<file path="src/hdl/pc_pkg.sv">
/*
 * pc selection encodings and the fixed handler addresses of the fetch stage.
 * imported by the pc mux and the stage top.
 */
`default_nettype none

package pc_pkg;

  //////////////////////////////
  // selector encodings
  //////////////////////////////

  // source of the next fetch address
  typedef enum logic [2:0] {
    PC_BOOT = 3'd0,
    PC_JUMP = 3'd1,
    PC_EXC  = 3'd2,
    PC_ERET = 3'd3,
    PC_DRET = 3'd4
  } pc_sel_e;

  // handler address kind when entering a trap or debug mode
  typedef enum logic [1:0] {
    EXC_PC_EXC     = 2'd0,
    EXC_PC_IRQ     = 2'd1,
    EXC_PC_DBD     = 2'd2,
    EXC_PC_DBG_EXC = 2'd3
  } exc_pc_sel_e;

  //////////////////////////////
  // fixed addresses
  //////////////////////////////

  // debug module halt and exception entry points
  localparam logic [31:0] DM_HALT_ADDR = 32'h1A11_0800;
  localparam logic [31:0] DM_EXC_ADDR  = 32'h1A11_0808;

  // low byte of the reset vector
  localparam logic [7:0]  BOOT_OFFSET  = 8'h80;
  // low bits replaced by the vector table offset
  localparam int          VEC_BASE_LSB = 8;
  localparam int          IRQ_VEC_W    = 5;

endpackage

`default_nettype wire

</file>
<file path="src/hdl/fetch_pkg.sv">
/*
 * bus and queue sizing for the fetch path, plus the address and word types.
 */
`default_nettype none

package fetch_pkg;

  localparam int ADDR_W = 32;
  localparam int DATA_W = 32;

  typedef logic [ADDR_W-1:0] addr_t;
  typedef logic [DATA_W-1:0] word_t;

  // instruction queue entries and bus requests in flight
  localparam int FIFO_DEPTH      = 2;
  localparam int MAX_OUTSTANDING = 2;

  // counter width, wide enough for queue entries plus requests in flight
  localparam int CNT_W = $clog2(FIFO_DEPTH + MAX_OUTSTANDING + 1);

  // every instruction is a full word
  localparam int INSTR_BYTES = 4;

endpackage

`default_nettype wire

</file>
<file path="src/hdl/fetch_if.sv">
/*
 * valid/ready channel from the prefetch queue to the IF-ID register.
 * one instruction moves on each edge with valid and ready high.
 */
`default_nettype none

interface fetch_if import fetch_pkg::*; ();

  logic  valid;
  logic  ready;
  // instruction word, its address and the bus error flag
  word_t rdata;
  addr_t addr;
  logic  err;

  // prefetch queue side
  modport source (
    output valid, rdata, addr, err,
    input  ready
  );

  // pipeline register side
  modport sink (
    input  valid, rdata, addr, err,
    output ready
  );

endinterface

`default_nettype wire

</file>
<file path="src/hdl/pc_select.sv">
/*
 * next fetch address mux and trap vector generation.
 * purely combinational, result is used in the same cycle as pc_set_i.
 */
`default_nettype none

module pc_select import pc_pkg::*, fetch_pkg::*; (
  input  logic                 pc_set_i,
  input  pc_sel_e              pc_mux_i,
  input  exc_pc_sel_e          exc_pc_mux_i,
  input  logic                 irq_int_i,
  input  logic [IRQ_VEC_W-1:0] irq_vec_i,
  input  addr_t                boot_addr_i,
  input  addr_t                branch_target_ex_i,
  input  addr_t                csr_mepc_i,
  input  addr_t                csr_depc_i,
  input  addr_t                csr_mtvec_i,
  output addr_t                fetch_addr_o,
  output logic                 csr_mtvec_init_o
);

  logic [IRQ_VEC_W-1:0] irq_vec;
  addr_t                exc_pc;
  addr_t                boot_pc;
  addr_t                fetch_addr_n;

  // internal interrupts all share the nmi slot, the top vector
  assign irq_vec = irq_int_i ? {IRQ_VEC_W{1'b1}} : irq_vec_i;

  assign boot_pc = {boot_addr_i[ADDR_W-1:VEC_BASE_LSB], BOOT_OFFSET};

  //////////////////////////////
  // handler address
  //////////////////////////////

  always_comb begin
    unique case (exc_pc_mux_i)
      // table base with a zero low byte
      EXC_PC_EXC: exc_pc = {csr_mtvec_i[ADDR_W-1:VEC_BASE_LSB], {VEC_BASE_LSB{1'b0}}};
      // one word per vector number
      EXC_PC_IRQ: exc_pc = {csr_mtvec_i[ADDR_W-1:VEC_BASE_LSB],
                            {(VEC_BASE_LSB - IRQ_VEC_W - 2){1'b0}}, irq_vec, 2'b00};
      EXC_PC_DBD:     exc_pc = DM_HALT_ADDR;
      EXC_PC_DBG_EXC: exc_pc = DM_EXC_ADDR;
      default:        exc_pc = {csr_mtvec_i[ADDR_W-1:VEC_BASE_LSB], {VEC_BASE_LSB{1'b0}}};
    endcase
  end

  //////////////////////////////
  // fetch address
  //////////////////////////////

  always_comb begin
    unique case (pc_mux_i)
      PC_BOOT: fetch_addr_n = boot_pc;
      PC_JUMP: fetch_addr_n = branch_target_ex_i;
      PC_EXC:  fetch_addr_n = exc_pc;
      // back from trap handler
      PC_ERET: fetch_addr_n = csr_mepc_i;
      // back from debug mode
      PC_DRET: fetch_addr_n = csr_depc_i;
      default: fetch_addr_n = boot_pc;
    endcase
  end

  // word fetches only, drop the byte offset
  assign fetch_addr_o = {fetch_addr_n[ADDR_W-1:2], 2'b00};

  // csr file loads its mtvec reset value on the boot redirect
  assign csr_mtvec_init_o = pc_set_i & (pc_mux_i == PC_BOOT);

endmodule

`default_nettype wire

</file>
<file path="src/hdl/prefetch_buffer.sv">
/*
 * word prefetcher on the req/gnt/rvalid instruction bus.
 * keeps up to two requests in flight and a two entry queue towards IF-ID,
 * responses to requests issued before a branch are dropped.
 */
`default_nettype none

module prefetch_buffer import fetch_pkg::*; (
  input  logic    clk_i,
  input  logic    rst_ni,
  input  logic    req_i,
  input  logic    branch_i,
  input  addr_t   branch_addr_i,
  output logic    instr_req_o,
  output addr_t   instr_addr_o,
  input  logic    instr_gnt_i,
  input  logic    instr_rvalid_i,
  input  word_t   instr_rdata_i,
  input  logic    instr_bus_err_i,
  fetch_if.source fetch,
  output logic    busy_o
);

  // bus side state
  addr_t                      fetch_addr_q;
  addr_t                      resp_addr_q;
  logic [CNT_W-1:0]           out_cnt_q, out_cnt_n;
  logic [MAX_OUTSTANDING-1:0] discard_q, discard_n;
  logic [CNT_W-1:0]           fill;
  logic                       req_gnt;
  logic                       resp_keep;

  // queue, entry 0 is the head
  word_t                      q_rdata_q [FIFO_DEPTH];
  word_t                      q_rdata_n [FIFO_DEPTH];
  addr_t                      q_addr_q  [FIFO_DEPTH];
  addr_t                      q_addr_n  [FIFO_DEPTH];
  logic [FIFO_DEPTH-1:0]      q_err_q, q_err_n;
  logic [CNT_W-1:0]           q_cnt_q, q_cnt_n;
  logic                       q_pop;

  //////////////////////////////
  // request generation
  //////////////////////////////

  assign fill = q_cnt_q + out_cnt_q;

  always_comb begin
    if (branch_i) begin
      // old queue is flushed, only the bus limit applies
      instr_req_o = req_i & (out_cnt_q < CNT_W'(MAX_OUTSTANDING));
    end else begin
      // back-pressure, never ask for more than the queue can hold
      instr_req_o = req_i & (fill < CNT_W'(FIFO_DEPTH));
    end
  end

  // redirect address goes out in the same cycle
  assign instr_addr_o = branch_i ? branch_addr_i : fetch_addr_q;
  assign req_gnt      = instr_req_o & instr_gnt_i;

  //////////////////////////////
  // outstanding tracking
  //////////////////////////////

  // oldest request in bit 0, responses come back in order
  always_comb begin
    out_cnt_n = out_cnt_q;
    discard_n = discard_q;
    if (instr_rvalid_i) begin
      out_cnt_n = out_cnt_q - 1'b1;
      discard_n = discard_q >> 1;
    end
    // everything still on the bus belongs to the old path
    if (branch_i) begin
      discard_n = '1;
    end
    if (req_gnt) begin
      for (int i = 0; i < MAX_OUTSTANDING; i++) begin
        if (CNT_W'(i) == out_cnt_n) begin
          discard_n[i] = 1'b0;
        end
      end
      out_cnt_n = out_cnt_n + 1'b1;
    end
  end

  // a response in the branch cycle is stale as well
  assign resp_keep = instr_rvalid_i & ~discard_q[0] & ~branch_i;

  //////////////////////////////
  // instruction queue
  //////////////////////////////

  assign q_pop = fetch.valid & fetch.ready;

  always_comb begin
    q_rdata_n = q_rdata_q;
    q_addr_n  = q_addr_q;
    q_err_n   = q_err_q;
    q_cnt_n   = q_cnt_q;
    // shift down on pop
    if (q_pop) begin
      for (int i = 0; i < FIFO_DEPTH - 1; i++) begin
        q_rdata_n[i] = q_rdata_q[i+1];
        q_addr_n[i]  = q_addr_q[i+1];
        q_err_n[i]   = q_err_q[i+1];
      end
      q_cnt_n = q_cnt_q - 1'b1;
    end
    // write behind the last valid entry
    if (resp_keep) begin
      for (int i = 0; i < FIFO_DEPTH; i++) begin
        if (CNT_W'(i) == q_cnt_n) begin
          q_rdata_n[i] = instr_rdata_i;
          q_addr_n[i]  = resp_addr_q;
          q_err_n[i]   = instr_bus_err_i;
        end
      end
      q_cnt_n = q_cnt_n + 1'b1;
    end
    if (branch_i) begin
      q_cnt_n = '0;
    end
  end

  always_ff @(posedge clk_i or negedge rst_ni) begin
    if (!rst_ni) begin
      fetch_addr_q <= '0;
      resp_addr_q  <= '0;
      out_cnt_q    <= '0;
      discard_q    <= '0;
      q_cnt_q      <= '0;
      q_err_q      <= '0;
      for (int i = 0; i < FIFO_DEPTH; i++) begin
        q_rdata_q[i] <= '0;
        q_addr_q[i]  <= '0;
      end
    end else begin
      // next word to request
      if (req_gnt) begin
        fetch_addr_q <= instr_addr_o + addr_t'(INSTR_BYTES);
      end else if (branch_i) begin
        fetch_addr_q <= branch_addr_i;
      end
      // address of the next kept response
      if (branch_i) begin
        resp_addr_q <= branch_addr_i;
      end else if (resp_keep) begin
        resp_addr_q <= resp_addr_q + addr_t'(INSTR_BYTES);
      end
      out_cnt_q <= out_cnt_n;
      discard_q <= discard_n;
      q_cnt_q   <= q_cnt_n;
      q_rdata_q <= q_rdata_n;
      q_addr_q  <= q_addr_n;
      q_err_q   <= q_err_n;
    end
  end

  // head of queue towards IF-ID, valid only from stored entries
  assign fetch.valid = (q_cnt_q != '0);
  assign fetch.rdata = q_rdata_q[0];
  assign fetch.addr  = q_addr_q[0];
  assign fetch.err   = q_err_q[0];

  assign busy_o = (out_cnt_q != '0);

endmodule

`default_nettype wire

</file>
<file path="src/hdl/if_id_reg.sv">
/*
 * IF-ID pipeline register with the valid and new flags.
 * also checks that sequential instructions arrive at pc + 4.
 */
`default_nettype none

module if_id_reg import fetch_pkg::*; (
  input  logic  clk_i,
  input  logic  rst_ni,
  fetch_if.sink fetch,
  input  logic  id_in_ready_i,
  input  logic  pc_set_i,
  input  logic  instr_valid_clear_i,
  output logic  instr_valid_id_o,
  output logic  instr_new_id_o,
  output word_t instr_rdata_id_o,
  output logic  instr_fetch_err_o,
  output addr_t pc_if_o,
  output addr_t pc_id_o,
  output logic  pc_mismatch_alert_o
);

  logic  take;
  logic  valid_d;
  logic  seq_q, seq_d;
  addr_t pc_id_incr;

  // ID takes whenever it is ready
  assign fetch.ready = id_in_ready_i;
  assign take        = fetch.valid & id_in_ready_i;

  // a redirect squashes the word taken in the same cycle
  // valid then holds until ID clears it
  assign valid_d = (take & ~pc_set_i) | (instr_valid_id_o & ~instr_valid_clear_i);

  always_ff @(posedge clk_i or negedge rst_ni) begin
    if (!rst_ni) begin
      instr_valid_id_o <= 1'b0;
      instr_new_id_o   <= 1'b0;
    end else begin
      instr_valid_id_o <= valid_d;
      // one cycle pulse per capture
      instr_new_id_o   <= take;
    end
  end

  // pipeline registers, frozen while ID stalls
  always_ff @(posedge clk_i or negedge rst_ni) begin
    if (!rst_ni) begin
      instr_rdata_id_o  <= '0;
      instr_fetch_err_o <= 1'b0;
      pc_id_o           <= '0;
    end else if (take) begin
      instr_rdata_id_o  <= fetch.rdata;
      instr_fetch_err_o <= fetch.err;
      pc_id_o           <= fetch.addr;
    end
  end

  assign pc_if_o = fetch.addr;

  //////////////////////////////
  // pc consistency
  //////////////////////////////

  // no check after reset, a redirect or a faulting fetch
  assign seq_d = (seq_q | take) & ~pc_set_i & ~(fetch.valid & fetch.err);

  always_ff @(posedge clk_i or negedge rst_ni) begin
    if (!rst_ni) begin
      seq_q <= 1'b0;
    end else begin
      seq_q <= seq_d;
    end
  end

  assign pc_id_incr = pc_id_o + addr_t'(INSTR_BYTES);

  // offered word must follow the one held in ID
  assign pc_mismatch_alert_o = seq_q & fetch.valid & (fetch.addr != pc_id_incr);

endmodule

`default_nettype wire

</file>
<file path="src/hdl/if_stage.sv">
/*
 * instruction fetch stage top.
 * pc mux, prefetch buffer and IF-ID register, with the bus as plain ports.
 */
`default_nettype none

module if_stage import pc_pkg::*, fetch_pkg::*; (
  input  logic                 clk_i,
  input  logic                 rst_ni,
  input  logic                 req_i,
  input  addr_t                boot_addr_i,
  // instruction bus
  output logic                 instr_req_o,
  output addr_t                instr_addr_o,
  input  logic                 instr_gnt_i,
  input  logic                 instr_rvalid_i,
  input  word_t                instr_rdata_i,
  input  logic                 instr_bus_err_i,
  // towards ID
  output logic                 instr_valid_id_o,
  output logic                 instr_new_id_o,
  output word_t                instr_rdata_id_o,
  output logic                 instr_fetch_err_o,
  output addr_t                pc_if_o,
  output addr_t                pc_id_o,
  // control from ID/EX and CSRs
  input  logic                 instr_valid_clear_i,
  input  logic                 pc_set_i,
  input  pc_sel_e              pc_mux_i,
  input  exc_pc_sel_e          exc_pc_mux_i,
  input  logic                 irq_int_i,
  input  logic [IRQ_VEC_W-1:0] irq_vec_i,
  input  addr_t                branch_target_ex_i,
  input  addr_t                csr_mepc_i,
  input  addr_t                csr_depc_i,
  input  addr_t                csr_mtvec_i,
  output logic                 csr_mtvec_init_o,
  input  logic                 id_in_ready_i,
  output logic                 pc_mismatch_alert_o,
  output logic                 if_busy_o
);

  addr_t fetch_addr_n;

  // queue head to pipeline register
  fetch_if fetch_bus ();

  pc_select u_pc_select (
    .pc_set_i           (pc_set_i),
    .pc_mux_i           (pc_mux_i),
    .exc_pc_mux_i       (exc_pc_mux_i),
    .irq_int_i          (irq_int_i),
    .irq_vec_i          (irq_vec_i),
    .boot_addr_i        (boot_addr_i),
    .branch_target_ex_i (branch_target_ex_i),
    .csr_mepc_i         (csr_mepc_i),
    .csr_depc_i         (csr_depc_i),
    .csr_mtvec_i        (csr_mtvec_i),
    .fetch_addr_o       (fetch_addr_n),
    .csr_mtvec_init_o   (csr_mtvec_init_o)
  );

  prefetch_buffer u_prefetch_buffer (
    .clk_i           (clk_i),
    .rst_ni          (rst_ni),
    .req_i           (req_i),
    .branch_i        (pc_set_i),
    .branch_addr_i   (fetch_addr_n),
    .instr_req_o     (instr_req_o),
    .instr_addr_o    (instr_addr_o),
    .instr_gnt_i     (instr_gnt_i),
    .instr_rvalid_i  (instr_rvalid_i),
    .instr_rdata_i   (instr_rdata_i),
    .instr_bus_err_i (instr_bus_err_i),
    .fetch           (fetch_bus.source),
    .busy_o          (if_busy_o)
  );

  if_id_reg u_if_id_reg (
    .clk_i               (clk_i),
    .rst_ni              (rst_ni),
    .fetch               (fetch_bus.sink),
    .id_in_ready_i       (id_in_ready_i),
    .pc_set_i            (pc_set_i),
    .instr_valid_clear_i (instr_valid_clear_i),
    .instr_valid_id_o    (instr_valid_id_o),
    .instr_new_id_o      (instr_new_id_o),
    .instr_rdata_id_o    (instr_rdata_id_o),
    .instr_fetch_err_o   (instr_fetch_err_o),
    .pc_if_o             (pc_if_o),
    .pc_id_o             (pc_id_o),
    .pc_mismatch_alert_o (pc_mismatch_alert_o)
  );

endmodule

`default_nettype wire

</file>
<file path="config.mk">
export PLATFORM = sky130hd
export DESIGN_NAME = if_stage
export DESIGN_NICKNAME = d
export VERILOG_FILES = /design/src/hdl/pc_pkg.sv /design/src/hdl/fetch_pkg.sv /design/src/hdl/fetch_if.sv /design/src/hdl/pc_select.sv /design/src/hdl/prefetch_buffer.sv /design/src/hdl/if_id_reg.sv /design/src/hdl/if_stage.sv
export SDC_FILE = /design/constraint.sdc
export NUM_CORES = 1
export LEC_CHECK = 0
export BUFFER_PORTS_ARGS = -buffer_cell sky130_fd_sc_hd__buf_2
export CORE_ASPECT_RATIO = 1.5
export CORE_MARGIN = 2
export CORE_UTILIZATION = 61
export CTS_BUF_LIST = sky130_fd_sc_hd__clkbuf_8
export CTS_CLUSTER_DIAMETER = 30
export DETAILED_ROUTE_END_ITERATION = 6
export GPL_ROUTABILITY_DRIVEN = 0
export PLACE_DENSITY = 0.94
export SLEW_MARGIN = 20
export SYNTH_ARGS = -nofsm -noshare
export SYNTH_HDL_FRONTEND = slang
export SYNTH_HIERARCHICAL = 1
export SYNTH_SLANG_ARGS = --single-unit
</file>
<file path="constraint.sdc">
create_clock -name clk_i -period 5.05 [get_ports clk_i]
set_input_delay 1.2625 -clock clk_i [delete_from_list [all_inputs] [get_ports clk_i]]
set_output_delay 1.2625 -clock clk_i [all_outputs]
set_load 0.01 [all_outputs]
</file>
Yosys cells after proc, flatten, opt, wreduce, memory -nomap -nowiden. Index checks and enable logic that the tools add are counted.

Register bits: 270. Input bits: 212. Logic and storage cells: 94.

Add/sub/neg operators: 8. Magnitude comparators: 2. Equal/unequal tests: 10. Mux-type cells: 29. Bitwise operators: 20. Reductions and logical operators: 8.

Operator list (count): 32-bit 2-to-1 mux (10); 32-bit case mux with 4 select lines (2); 64-bit 2-to-1 mux (2); 32-bit by 3-bit adder with 32-bit output (second input constant) (3); 32-bit != test (1); 3-bit 2-to-1 mux (5); 1-bit AND (14); 3-bit zero test (3); 3-bit by 1-bit adder with 3-bit output (second input constant) (2); 1-bit by 3-bit == test with 1-bit output (first input constant) (2); 3-bit by 2-bit == test with 1-bit output (second input constant) (2); 3-bit by 2-bit < comparator with 1-bit output (second input constant) (2); 1-bit 2-to-1 mux (6); 2-bit 2-to-1 mux (3); 3-bit nonzero test (2); 3-bit by 1-bit subtractor with 3-bit output (second input constant) (2); 5-bit 2-to-1 mux (1); 2-bit == test (second input constant) (2); 1-bit inverter (4); 3-bit adder (1); 3-bit by 1-bit == test with 1-bit output (second input constant) (1); 3-bit == test (second input constant) (1); 2-bit by 1-bit == test with 1-bit output (second input constant) (1); 2-bit zero test (1); 3 further kinds (4).

Longest topological paths before layout. Gate-level depths: netlist of the first run.

Word-level depth: 6. Depth in mapped cells: 13. Gate-level depth less buffers: 11.

Cells and area by module. The synthesis of the first run kept the hierarchy.

By module, submodules not included: prefetch_buffer (instances 1, cells each 887, area an instance 10570.1 µm², seq. area each 5054.8 µm²); if_id_reg (instances 1, cells each 340, area an instance 3836.2 µm², seq. area each 1701.6 µm²); pc_select (instances 1, cells each 199, area an instance 1503.9 µm², seq. area each 0.0 µm²).

Worst setup path before layout of the first run. No wires, ideal clock.

Path type: input-to-output. Start: input port pc_mux_i[1]. End: output port instr_addr_o[12]. Arrival: 2.658 ns. Data required time: 3.788 ns. Slack: 1.130 ns. Stages on the path: 8. Path through: buf_4 -> clkbuf_1 -> or4b_1 -> o2111ai_1 -> a2bb2oi_1 -> nand2_1 -> a21boi_0 -> inv_1.

Word-level cells in the longest chain between the ends: 3. Elaborated cells between the ends (all ways): 6. Classes of those cells: 4 x eq/ne; 2 x mux.

RTL lines: from (decl) (line if_stage.sv:29) `input pc_sel_e pc_mux_i,`; 3-bit == test (tied with other cells) (line pc_select.sv:54) `unique case (pc_mux_i)`; 32-bit case mux with 4 select lines (*) (line pc_select.sv:54); named net fetch_addr_n[12] (line if_stage.sv:43) `addr_t fetch_addr_n;`; 32-bit 2-to-1 mux (*) (line prefetch_buffer.sv:59) `assign instr_addr_o = branch_i ? branch_addr_i : fetch_addr_q;`; to (decl) (line if_stage.sv:14) `output addr_t instr_addr_o,`.

Mark *: on every way through the listed nets, which the timed path passes. The rest lies on a longest branch.

Worst setup path after layout of the first run.
Start: input port pc_mux_i[2]. End: output port instr_addr_o[8].

The elaborated chain is that of the path after synthesis.

==> summary.md, run 1 <==
| Metric | Value |
|---|---|
| Status | `completed` |
| Register area share after synthesis | `0.425` |
| Chip Height | `202 µm` |
| Skew final | `0.0333 ns` |
| Largest net degree at the start of global routing | `115` |
| Rel. slew slack | `0.361` |
| Share of layout cells above drive strength 1 | `0.413` |
| VDD IR max | `353 µV` |
| DRC Markers | `0` |
| IO Port Bufs | `324` |
| Area grow syn2layout | `11.7%` |
| Critical Path Source Type | `input pin` |
| Least-Margin Pin Slew | `0.959 ns` |
| Top_reg_cell synth | `dfrtp_1` |
| Critical path class | `in -> out` |
| Row Count | `72` |
| Placed wire-length estimate | `30.5 mm` |
| Clock tree buffer depth | `3` |
| Vias in the first global route | `12.7k` |
| H-tree depth reported by CTS | `2` |
| Total Routing Usage GR | `0.305` |
| Initial antenna violation count | `7` |
| Yosys reg bits | `270` |
| CP max FO | `32` |
| Synth top area cells | `dfrtp_1, mux2_2, buf_4` |
| Post-Syn Area per Cell | `11.2 µm²` |
| TritonCTS buffer count | `41` |
| Post-synthesis cell area | `15900 µm²` |
| Standby leakage power | `8.72 nW` |
| Cells after Synth | `1426` |
| Congestion Overflow GR | `0` |
| CP delay by family, top | `buffers and inverters` |
| Worst skew pair latency | `0.55 ns` |
| CP Buf/Inv Count | `5` |
| Setup bufs post-CTS | `0` |
| Top-area cell type share of the netlist area | `0.425` |
| Setup Viol. Count Final | `0` |
| Worst setup margin | `0.325 ns` |
| Multi-input logic area | `7780 µm²` |
| DRT Wirelength | `42.3 mm` |
| RSZ-0062 raised after global routing | `false` |
| Post-synthesis cell type count | `80` |
| Via count | `12.1k` |
| Final hold viol count | `0` |
| Clk sink count | `270` |
| Max-cap violations | `0` |
| CTS tree | `yes` |
| Hold-fix buffers, CTS | `0` |
| Critical path arrival | `3.46 ns` |
| Required @ worst endpoint | `3.79 ns` |
| Tcrit/Tclk final | `0.936` |
| Die area | `27400 µm²` |
| Sequential Area | `6760 µm²` |
| # IOs | `347` |
| Cell with the most instances after synthesis | `dfrtp_1` |
| Drt first pass iters | `7` |
| Crit path time final | `4.72 ns` |
| DRC marker count from the first detailed-route iteration | `678` |
| Nature of the critical path endpoint | `output pin` |
| Core ar. | `25800 µm²` |
| Hold Crit Class | `reg -> reg` |
| Max stage delay on crit path | `0.53 ns` |
| Root buffer cell | `clkbuf_8` |
| Final core occ | `0.689` |
| Setup TNS Final | `0 ns` |
| Global-route wire length before repair | `65.8 mm` |
| Slowest stage cell on the critical path | `a2bb2oi_1` |
| DRT antenna net count | `0` |
| Max Transition Viols Final | `0` |
| Power density over the cells | `477 nW/µm²` |
| Routed len/inst | `21.2 µm` |
| CP cell instances | `buf_2 -> buf_4 -> xnor2_2 -> buf_4 -> a2bb2oi_1 -> mux2i_1 -> inv_1 -> buf_2` |
| Fmax achieved | `212 MHz` |
| Post-CTS Resized | `0` |
| Fill count | `1762` |
| Via/cell ratio | `6.05` |
| Top post-synthesis cells by count | `dfrtp_1, mux2_2, buf_4, nand2_1, o21ai_0` |
| Asr flop ratio synth | `1.00` |
| Register clock-pin slew on the reported worst setup and hold paths | `0.06 ns` |
| Syn. warnings | `6` |
| Die width | `136 µm` |
| Placement Setup Slack | `0.298 ns` |
| Post-synth EDFFs | `0` |
| Initial Utilization | `0.618` |
| Final nets | `1854` |
| Synth area leader | `dfrtp_1` |
worst reg2reg max path, delay by kind of cell, from the launching register on:
family                   cells  cell delay, ns
flip-flops                   1            0.42
adder cells (fa/ha/maj)      1            0.33
AND/OR/NAND/NOR              2            0.74
buffers and inverters        2            0.46
AO/OA/AOI/OAI                2            0.47
multiplexers                 1            0.38
cell families (layout without fill, tap and decap cells):
kind of cell,count (synthesis),after routing,synth area share
AND/OR/NAND/NOR,352,352,0.144
XOR/XNOR,102,102,0.0580
flip-flops,270,270,0.425
adder cells (fa/ha/maj),12,12,0.00991
AO/OA/AOI/OAI,171,171,0.0757
multiplexers,284,284,0.199
buffers and inverters,234,464,0.0882
other,1,9,0.000236
layout by cell type, fill, tap and decap left out, types with 8 or more instances in the layout:
master     count
o21ai_0       59
nand4_1       31
ha_1          11
nor3_1        13
a2bb2oi_1     18
nand2b_1       9
clkbuf_8      50
nand3_1       38
nand2_1       91
o2111ai_1     21
mux2i_1       21
inv_1         59
xor2_1        55
a21oi_1       18
nor2_1        25
buf_2        322
nand3b_1      16
or4b_1        37
xnor2_1       44
mux2_2       238
nor2b_1        8
buf_4         19
mux2_1        25
and3_1        12
or2_2          8
dfrtp_1      270
registers in the layout, indices dropped and copies added, names as in the netlist, 2 cells and up:
| name | count |
|---|---|
| u_prefetch_buffer/q_err_q | 2 |
| u_prefetch_buffer/q_rdata_q | 32 |
| u_prefetch_buffer/fetch.rdata | 32 |
| u_prefetch_buffer/fetch_addr_q | 32 |
| u_if_id_reg/pc_id_o | 32 |
| u_prefetch_buffer/discard_q | 2 |
| u_prefetch_buffer/fetch.addr | 32 |
| u_prefetch_buffer/q_cnt_q | 3 |
| u_prefetch_buffer/out_cnt_q | 3 |
| u_if_id_reg/instr_rdata_id_o | 32 |
| u_prefetch_buffer/resp_addr_q | 32 |
| u_prefetch_buffer/q_addr_q | 32 |
layer usage:
| layer | vias up | GRT usage | wire, µm |
|---|---|---|---|
| li1 | 5463 | - | - |
| met1 | 5884 | 0.339 | 15100 |
| met2 | 581 | 0.543 | 21900 |
| met3 | 151 | 0.0429 | 2750 |
| met4 | 0 | 0.183 | 2610 |
| met5 | - | 0 | 0 |
area by class of cell:
type | instances | area share
Clock inverter | 20 | 0.00535
Tap cell | 333 | 0.0235
Sequential cell | 270 | 0.380
Inverter | 49 | 0.0104
Timing Repair Buffer | 345 | 0.103
Clock buffer | 50 | 0.0387
Multi-Input combinational cell | 923 | 0.438
Antenna cell | 7 | 0.000986
final timing paths:
path	start	end	slack (ns)	cells after the start
hold / removal	u_prefetch_buffer/q_addr_q[25]	u_prefetch_buffer/q_addr_q[25]	0.49	1
setup reg to reg	u_prefetch_buffer/q_cnt_q[0]	u_prefetch_buffer/q_rdata_q[23]	2.09	8
min in group asynchronous	rst_ni	u_prefetch_buffer/out_cnt_q[1]	0.77	1
max in group asynchronous	rst_ni	u_prefetch_buffer/q_rdata_q[23]	3.12	2
setup / recovery	pc_mux_i[2]	instr_addr_o[8]	0.33	8
hold reg to reg	u_prefetch_buffer/q_addr_q[25]	u_prefetch_buffer/q_addr_q[25]	0.49	1
where the power goes:
group | total (mW) | internal [mW] | switching, mW
Sequential | 3.45 | 2.82 | 0.630
Combinational | 3.30 | 1.65 | 1.65
Clock | 1.72 | 0.896 | 0.826
per-stage QoR:
step | power [mW] | hold WS (ns) | area (µm²) | cells
after floorplan | 5.93 | 0.460 | 15900 | 1427
after global placement | 6.45 | 0.469 | 17000 | 1920
after detailed placement | 6.70 | 0.477 | 17000 | 1920
after CTS | 8.49 | 0.491 | 17700 | 1990
after global routing | 8.93 | 0.500 | 17800 | 1995
final | 8.47 | 0.485 | 17800 | 1997
No activity file was read; power rests on OpenSTA's default activity.
==> inputs of run 2 (changes only) <==
- CORE_ASPECT_RATIO: 1.5 -> 0.8
==> run 2 against run 1 <==
  * Sequential share of layout area shrank 0.54 points
  * Clock skew shrank 0.0063 ns
  * The flow now finishes with violations (design-rule violations)
  * Final cell count grew 1.4%
  * Core utilization grew 1.9 points
  * Power grew 4.3%
==> summary.md, run 2 (synthesis results as in run 1) <==
| Metric | Value |
|---|---|
| # IOs | `347` |
| Design area | `18000 µm²` |
| Largest net degree at the start of global routing | `109` |
| RSZ-0062 raised after global routing | `false` |
| H-tree depth reported by CTS | `2` |
| CP delay by family, top | `simple AND/OR/NAND/NOR gates` |
| Placed wire-length estimate | `29.6 mm` |
| Tcrit/Tclk final | `0.941` |
| CTS tree | `yes` |
| Power density over the cells | `490 nW/µm²` |
| Violated checks | `design-rule violations` |
| Setup Viol. Count Final | `0` |
| Congestion Overflow GR | `0` |
| CP max FO | `9` |
| Fmax achieved | `210 MHz` |
| Least-Margin Pin Slew | `0.972 ns` |
| Drt first pass iters | `7` |
| Critical path arrival | `3.49 ns` |
| Area grow syn2layout | `13.3%` |
| DRC Markers | `2` |
| Most frequent cells in the layout | `buf_2, dfrtp_1, mux2_2` |
| Critical path class | `reg -> out` |
| Hold-fix buffers, CTS | `0` |
| CP Buf/Inv Count | `1` |
| TritonCTS buffer count | `46` |
| Die width | `185 µm` |
| Final nets | `1864` |
| IO Port Bufs | `324` |
| Commonest non-fill, non-tap cell in the layout | `buf_2` |
| VDD IR max | `305 µV` |
| Clk sink count | `270` |
| Standby leakage power | `8.86 nW` |
| Routed len/inst | `20.6 µm` |
| Vias in the first global route | `12.4k` |
| Ant. Diodes | `0` |
| Slowest stage cell on the critical path | `nor4_1` |
| Register clock-pin slew on the reported worst setup and hold paths | `0.06 ns` |
| Via count | `12.2k` |
| Chip Height | `148 µm` |
| Core ar. | `25400 µm²` |
| DRT Wirelength | `41.6 mm` |
| Die area | `27400 µm²` |
| Share of layout cells above drive strength 1 | `0.418` |
| Max-cap violations | `0` |
| Max stage delay on crit path | `0.60 ns` |
| Required @ worst endpoint | `3.79 ns` |
| Fill count | `1774` |
| Final hold viol count | `0` |
| Max Transition Viols Final | `0` |
| Rel. slew slack | `0.352` |
| Setup TNS Final | `0 ns` |
| DRC marker count from the first detailed-route iteration | `1017` |
| Worst skew pair latency | `0.55 ns` |
| Global-route wire length before repair | `65.5 mm` |
| Row Count | `52` |
| Via/cell ratio | `6.05` |
| Skew final | `0.0270 ns` |
| Root buffer cell | `clkbuf_8` |
| Area post-placement | `17000 µm²` |
| DRT antenna net count | `0` |
| CP cell instances | `nand3_1 -> or2_2 -> nor4_1 -> or4b_2 -> nand4_1 -> and4b_1 -> a41oi_1 -> buf_2` |
| Critical Path Source Type | `flop` |
| Hold Crit Class | `reg -> reg` |
| Initial Utilization | `0.625` |
| Status | `complete, but fails checks` |
| Initial antenna violation count | `0` |
| Nature of the critical path endpoint | `output pin` |
| Total Routing Usage GR | `0.302` |
| Clock tree buffer depth | `3` |
| Crit path time final | `4.75 ns` |
run 2: changes by cell type in the layout (fill, tap and decap cells not counted), sizes merged, moves of 3 or more:
cell,previous run,this run
diode,7,0
clkbuf,50,55
clkinv,7,4
buf,345,350
inv,60,65
bufinv,0,5
run 2: layer usage:
metal | track usage | up-vias | wire length, µm
met4 | 0.0916 | 0 | 1050
met5 | 0 | - | 0
met2 | 0.486 | 626 | 19800
met1 | 0.407 | 6012 | 17000
li1 | - | 5479 | -
met3 | 0.0735 | 121 | 3800
run 2: per-stage QoR:
step / util / power (mW) / instances / hold WS, ns / setup slack (ns)
detailed placement: 0.669 / 6.69 / 1943 / 0.477 / 0.506
finish: 0.708 / 8.83 / 2024 / 0.484 / 0.298
global placement: 0.669 / 6.46 / 1943 / 0.469 / 0.553
global route: 0.708 / 9.33 / 2024 / 0.504 / 0.0983
floorplan: - / 5.93 / 1427 / 0.460 / 1.13
CTS: 0.708 / 8.87 / 2024 / 0.490 / 0.183
run 2: path summary, 6_finish.rpt:
check,end,slack [ns],startpoint,depth (start not counted)
setup reg to reg,u_if_id_reg/instr_rdata_id_o[0],2.09,u_prefetch_buffer/q_cnt_q[0],7
min in group asynchronous,u_prefetch_buffer/fetch_addr_q[0],0.74,rst_ni,1
max in group asynchronous,u_prefetch_buffer/fetch.rdata[25],3.05,rst_ni,2
hold reg to reg,u_prefetch_buffer/q_addr_q[12],0.48,u_prefetch_buffer/q_addr_q[12],1
hold / removal,u_prefetch_buffer/q_addr_q[12],0.48,u_prefetch_buffer/q_addr_q[12],1
setup / recovery,pc_mismatch_alert_o,0.30,u_if_id_reg/pc_id_o[4],8
run 2: area by class of cell:
class | instances | area (µm²) | share of cell area
clock buffer | 55 | 757 | 0.0420
sequential | 270 | 6760 | 0.375
timing repair buffer | 350 | 1850 | 0.103
multi-input combinational | 923 | 7780 | 0.432
clock inverter | 26 | 248 | 0.0137
tap | 351 | 439 | 0.0244
inverter | 49 | 184 | 0.0102
run 2: worst register-to-register path: stages, from the launching register on:
cell and delay (ns):
dfrtp_1 0.42, inv_1 0.09, ha_1 0.23, nand2b_1 0.22, nand2_1 0.27, inv_2 0.56
buf_4 0.59, mux2_2 0.44
run 2: repair_timing:
action,CTS,global route
setup buffers,0,0
gates resized for setup,0,1
setup endpoints to repair,0,1
run 2: where the power goes:
part / total [mW] / internal [mW] / switching [mW]
Clock: 2.13 / 1.25 / 0.883
Sequential: 3.47 / 2.82 / 0.648
Combinational: 3.24 / 1.64 / 1.60
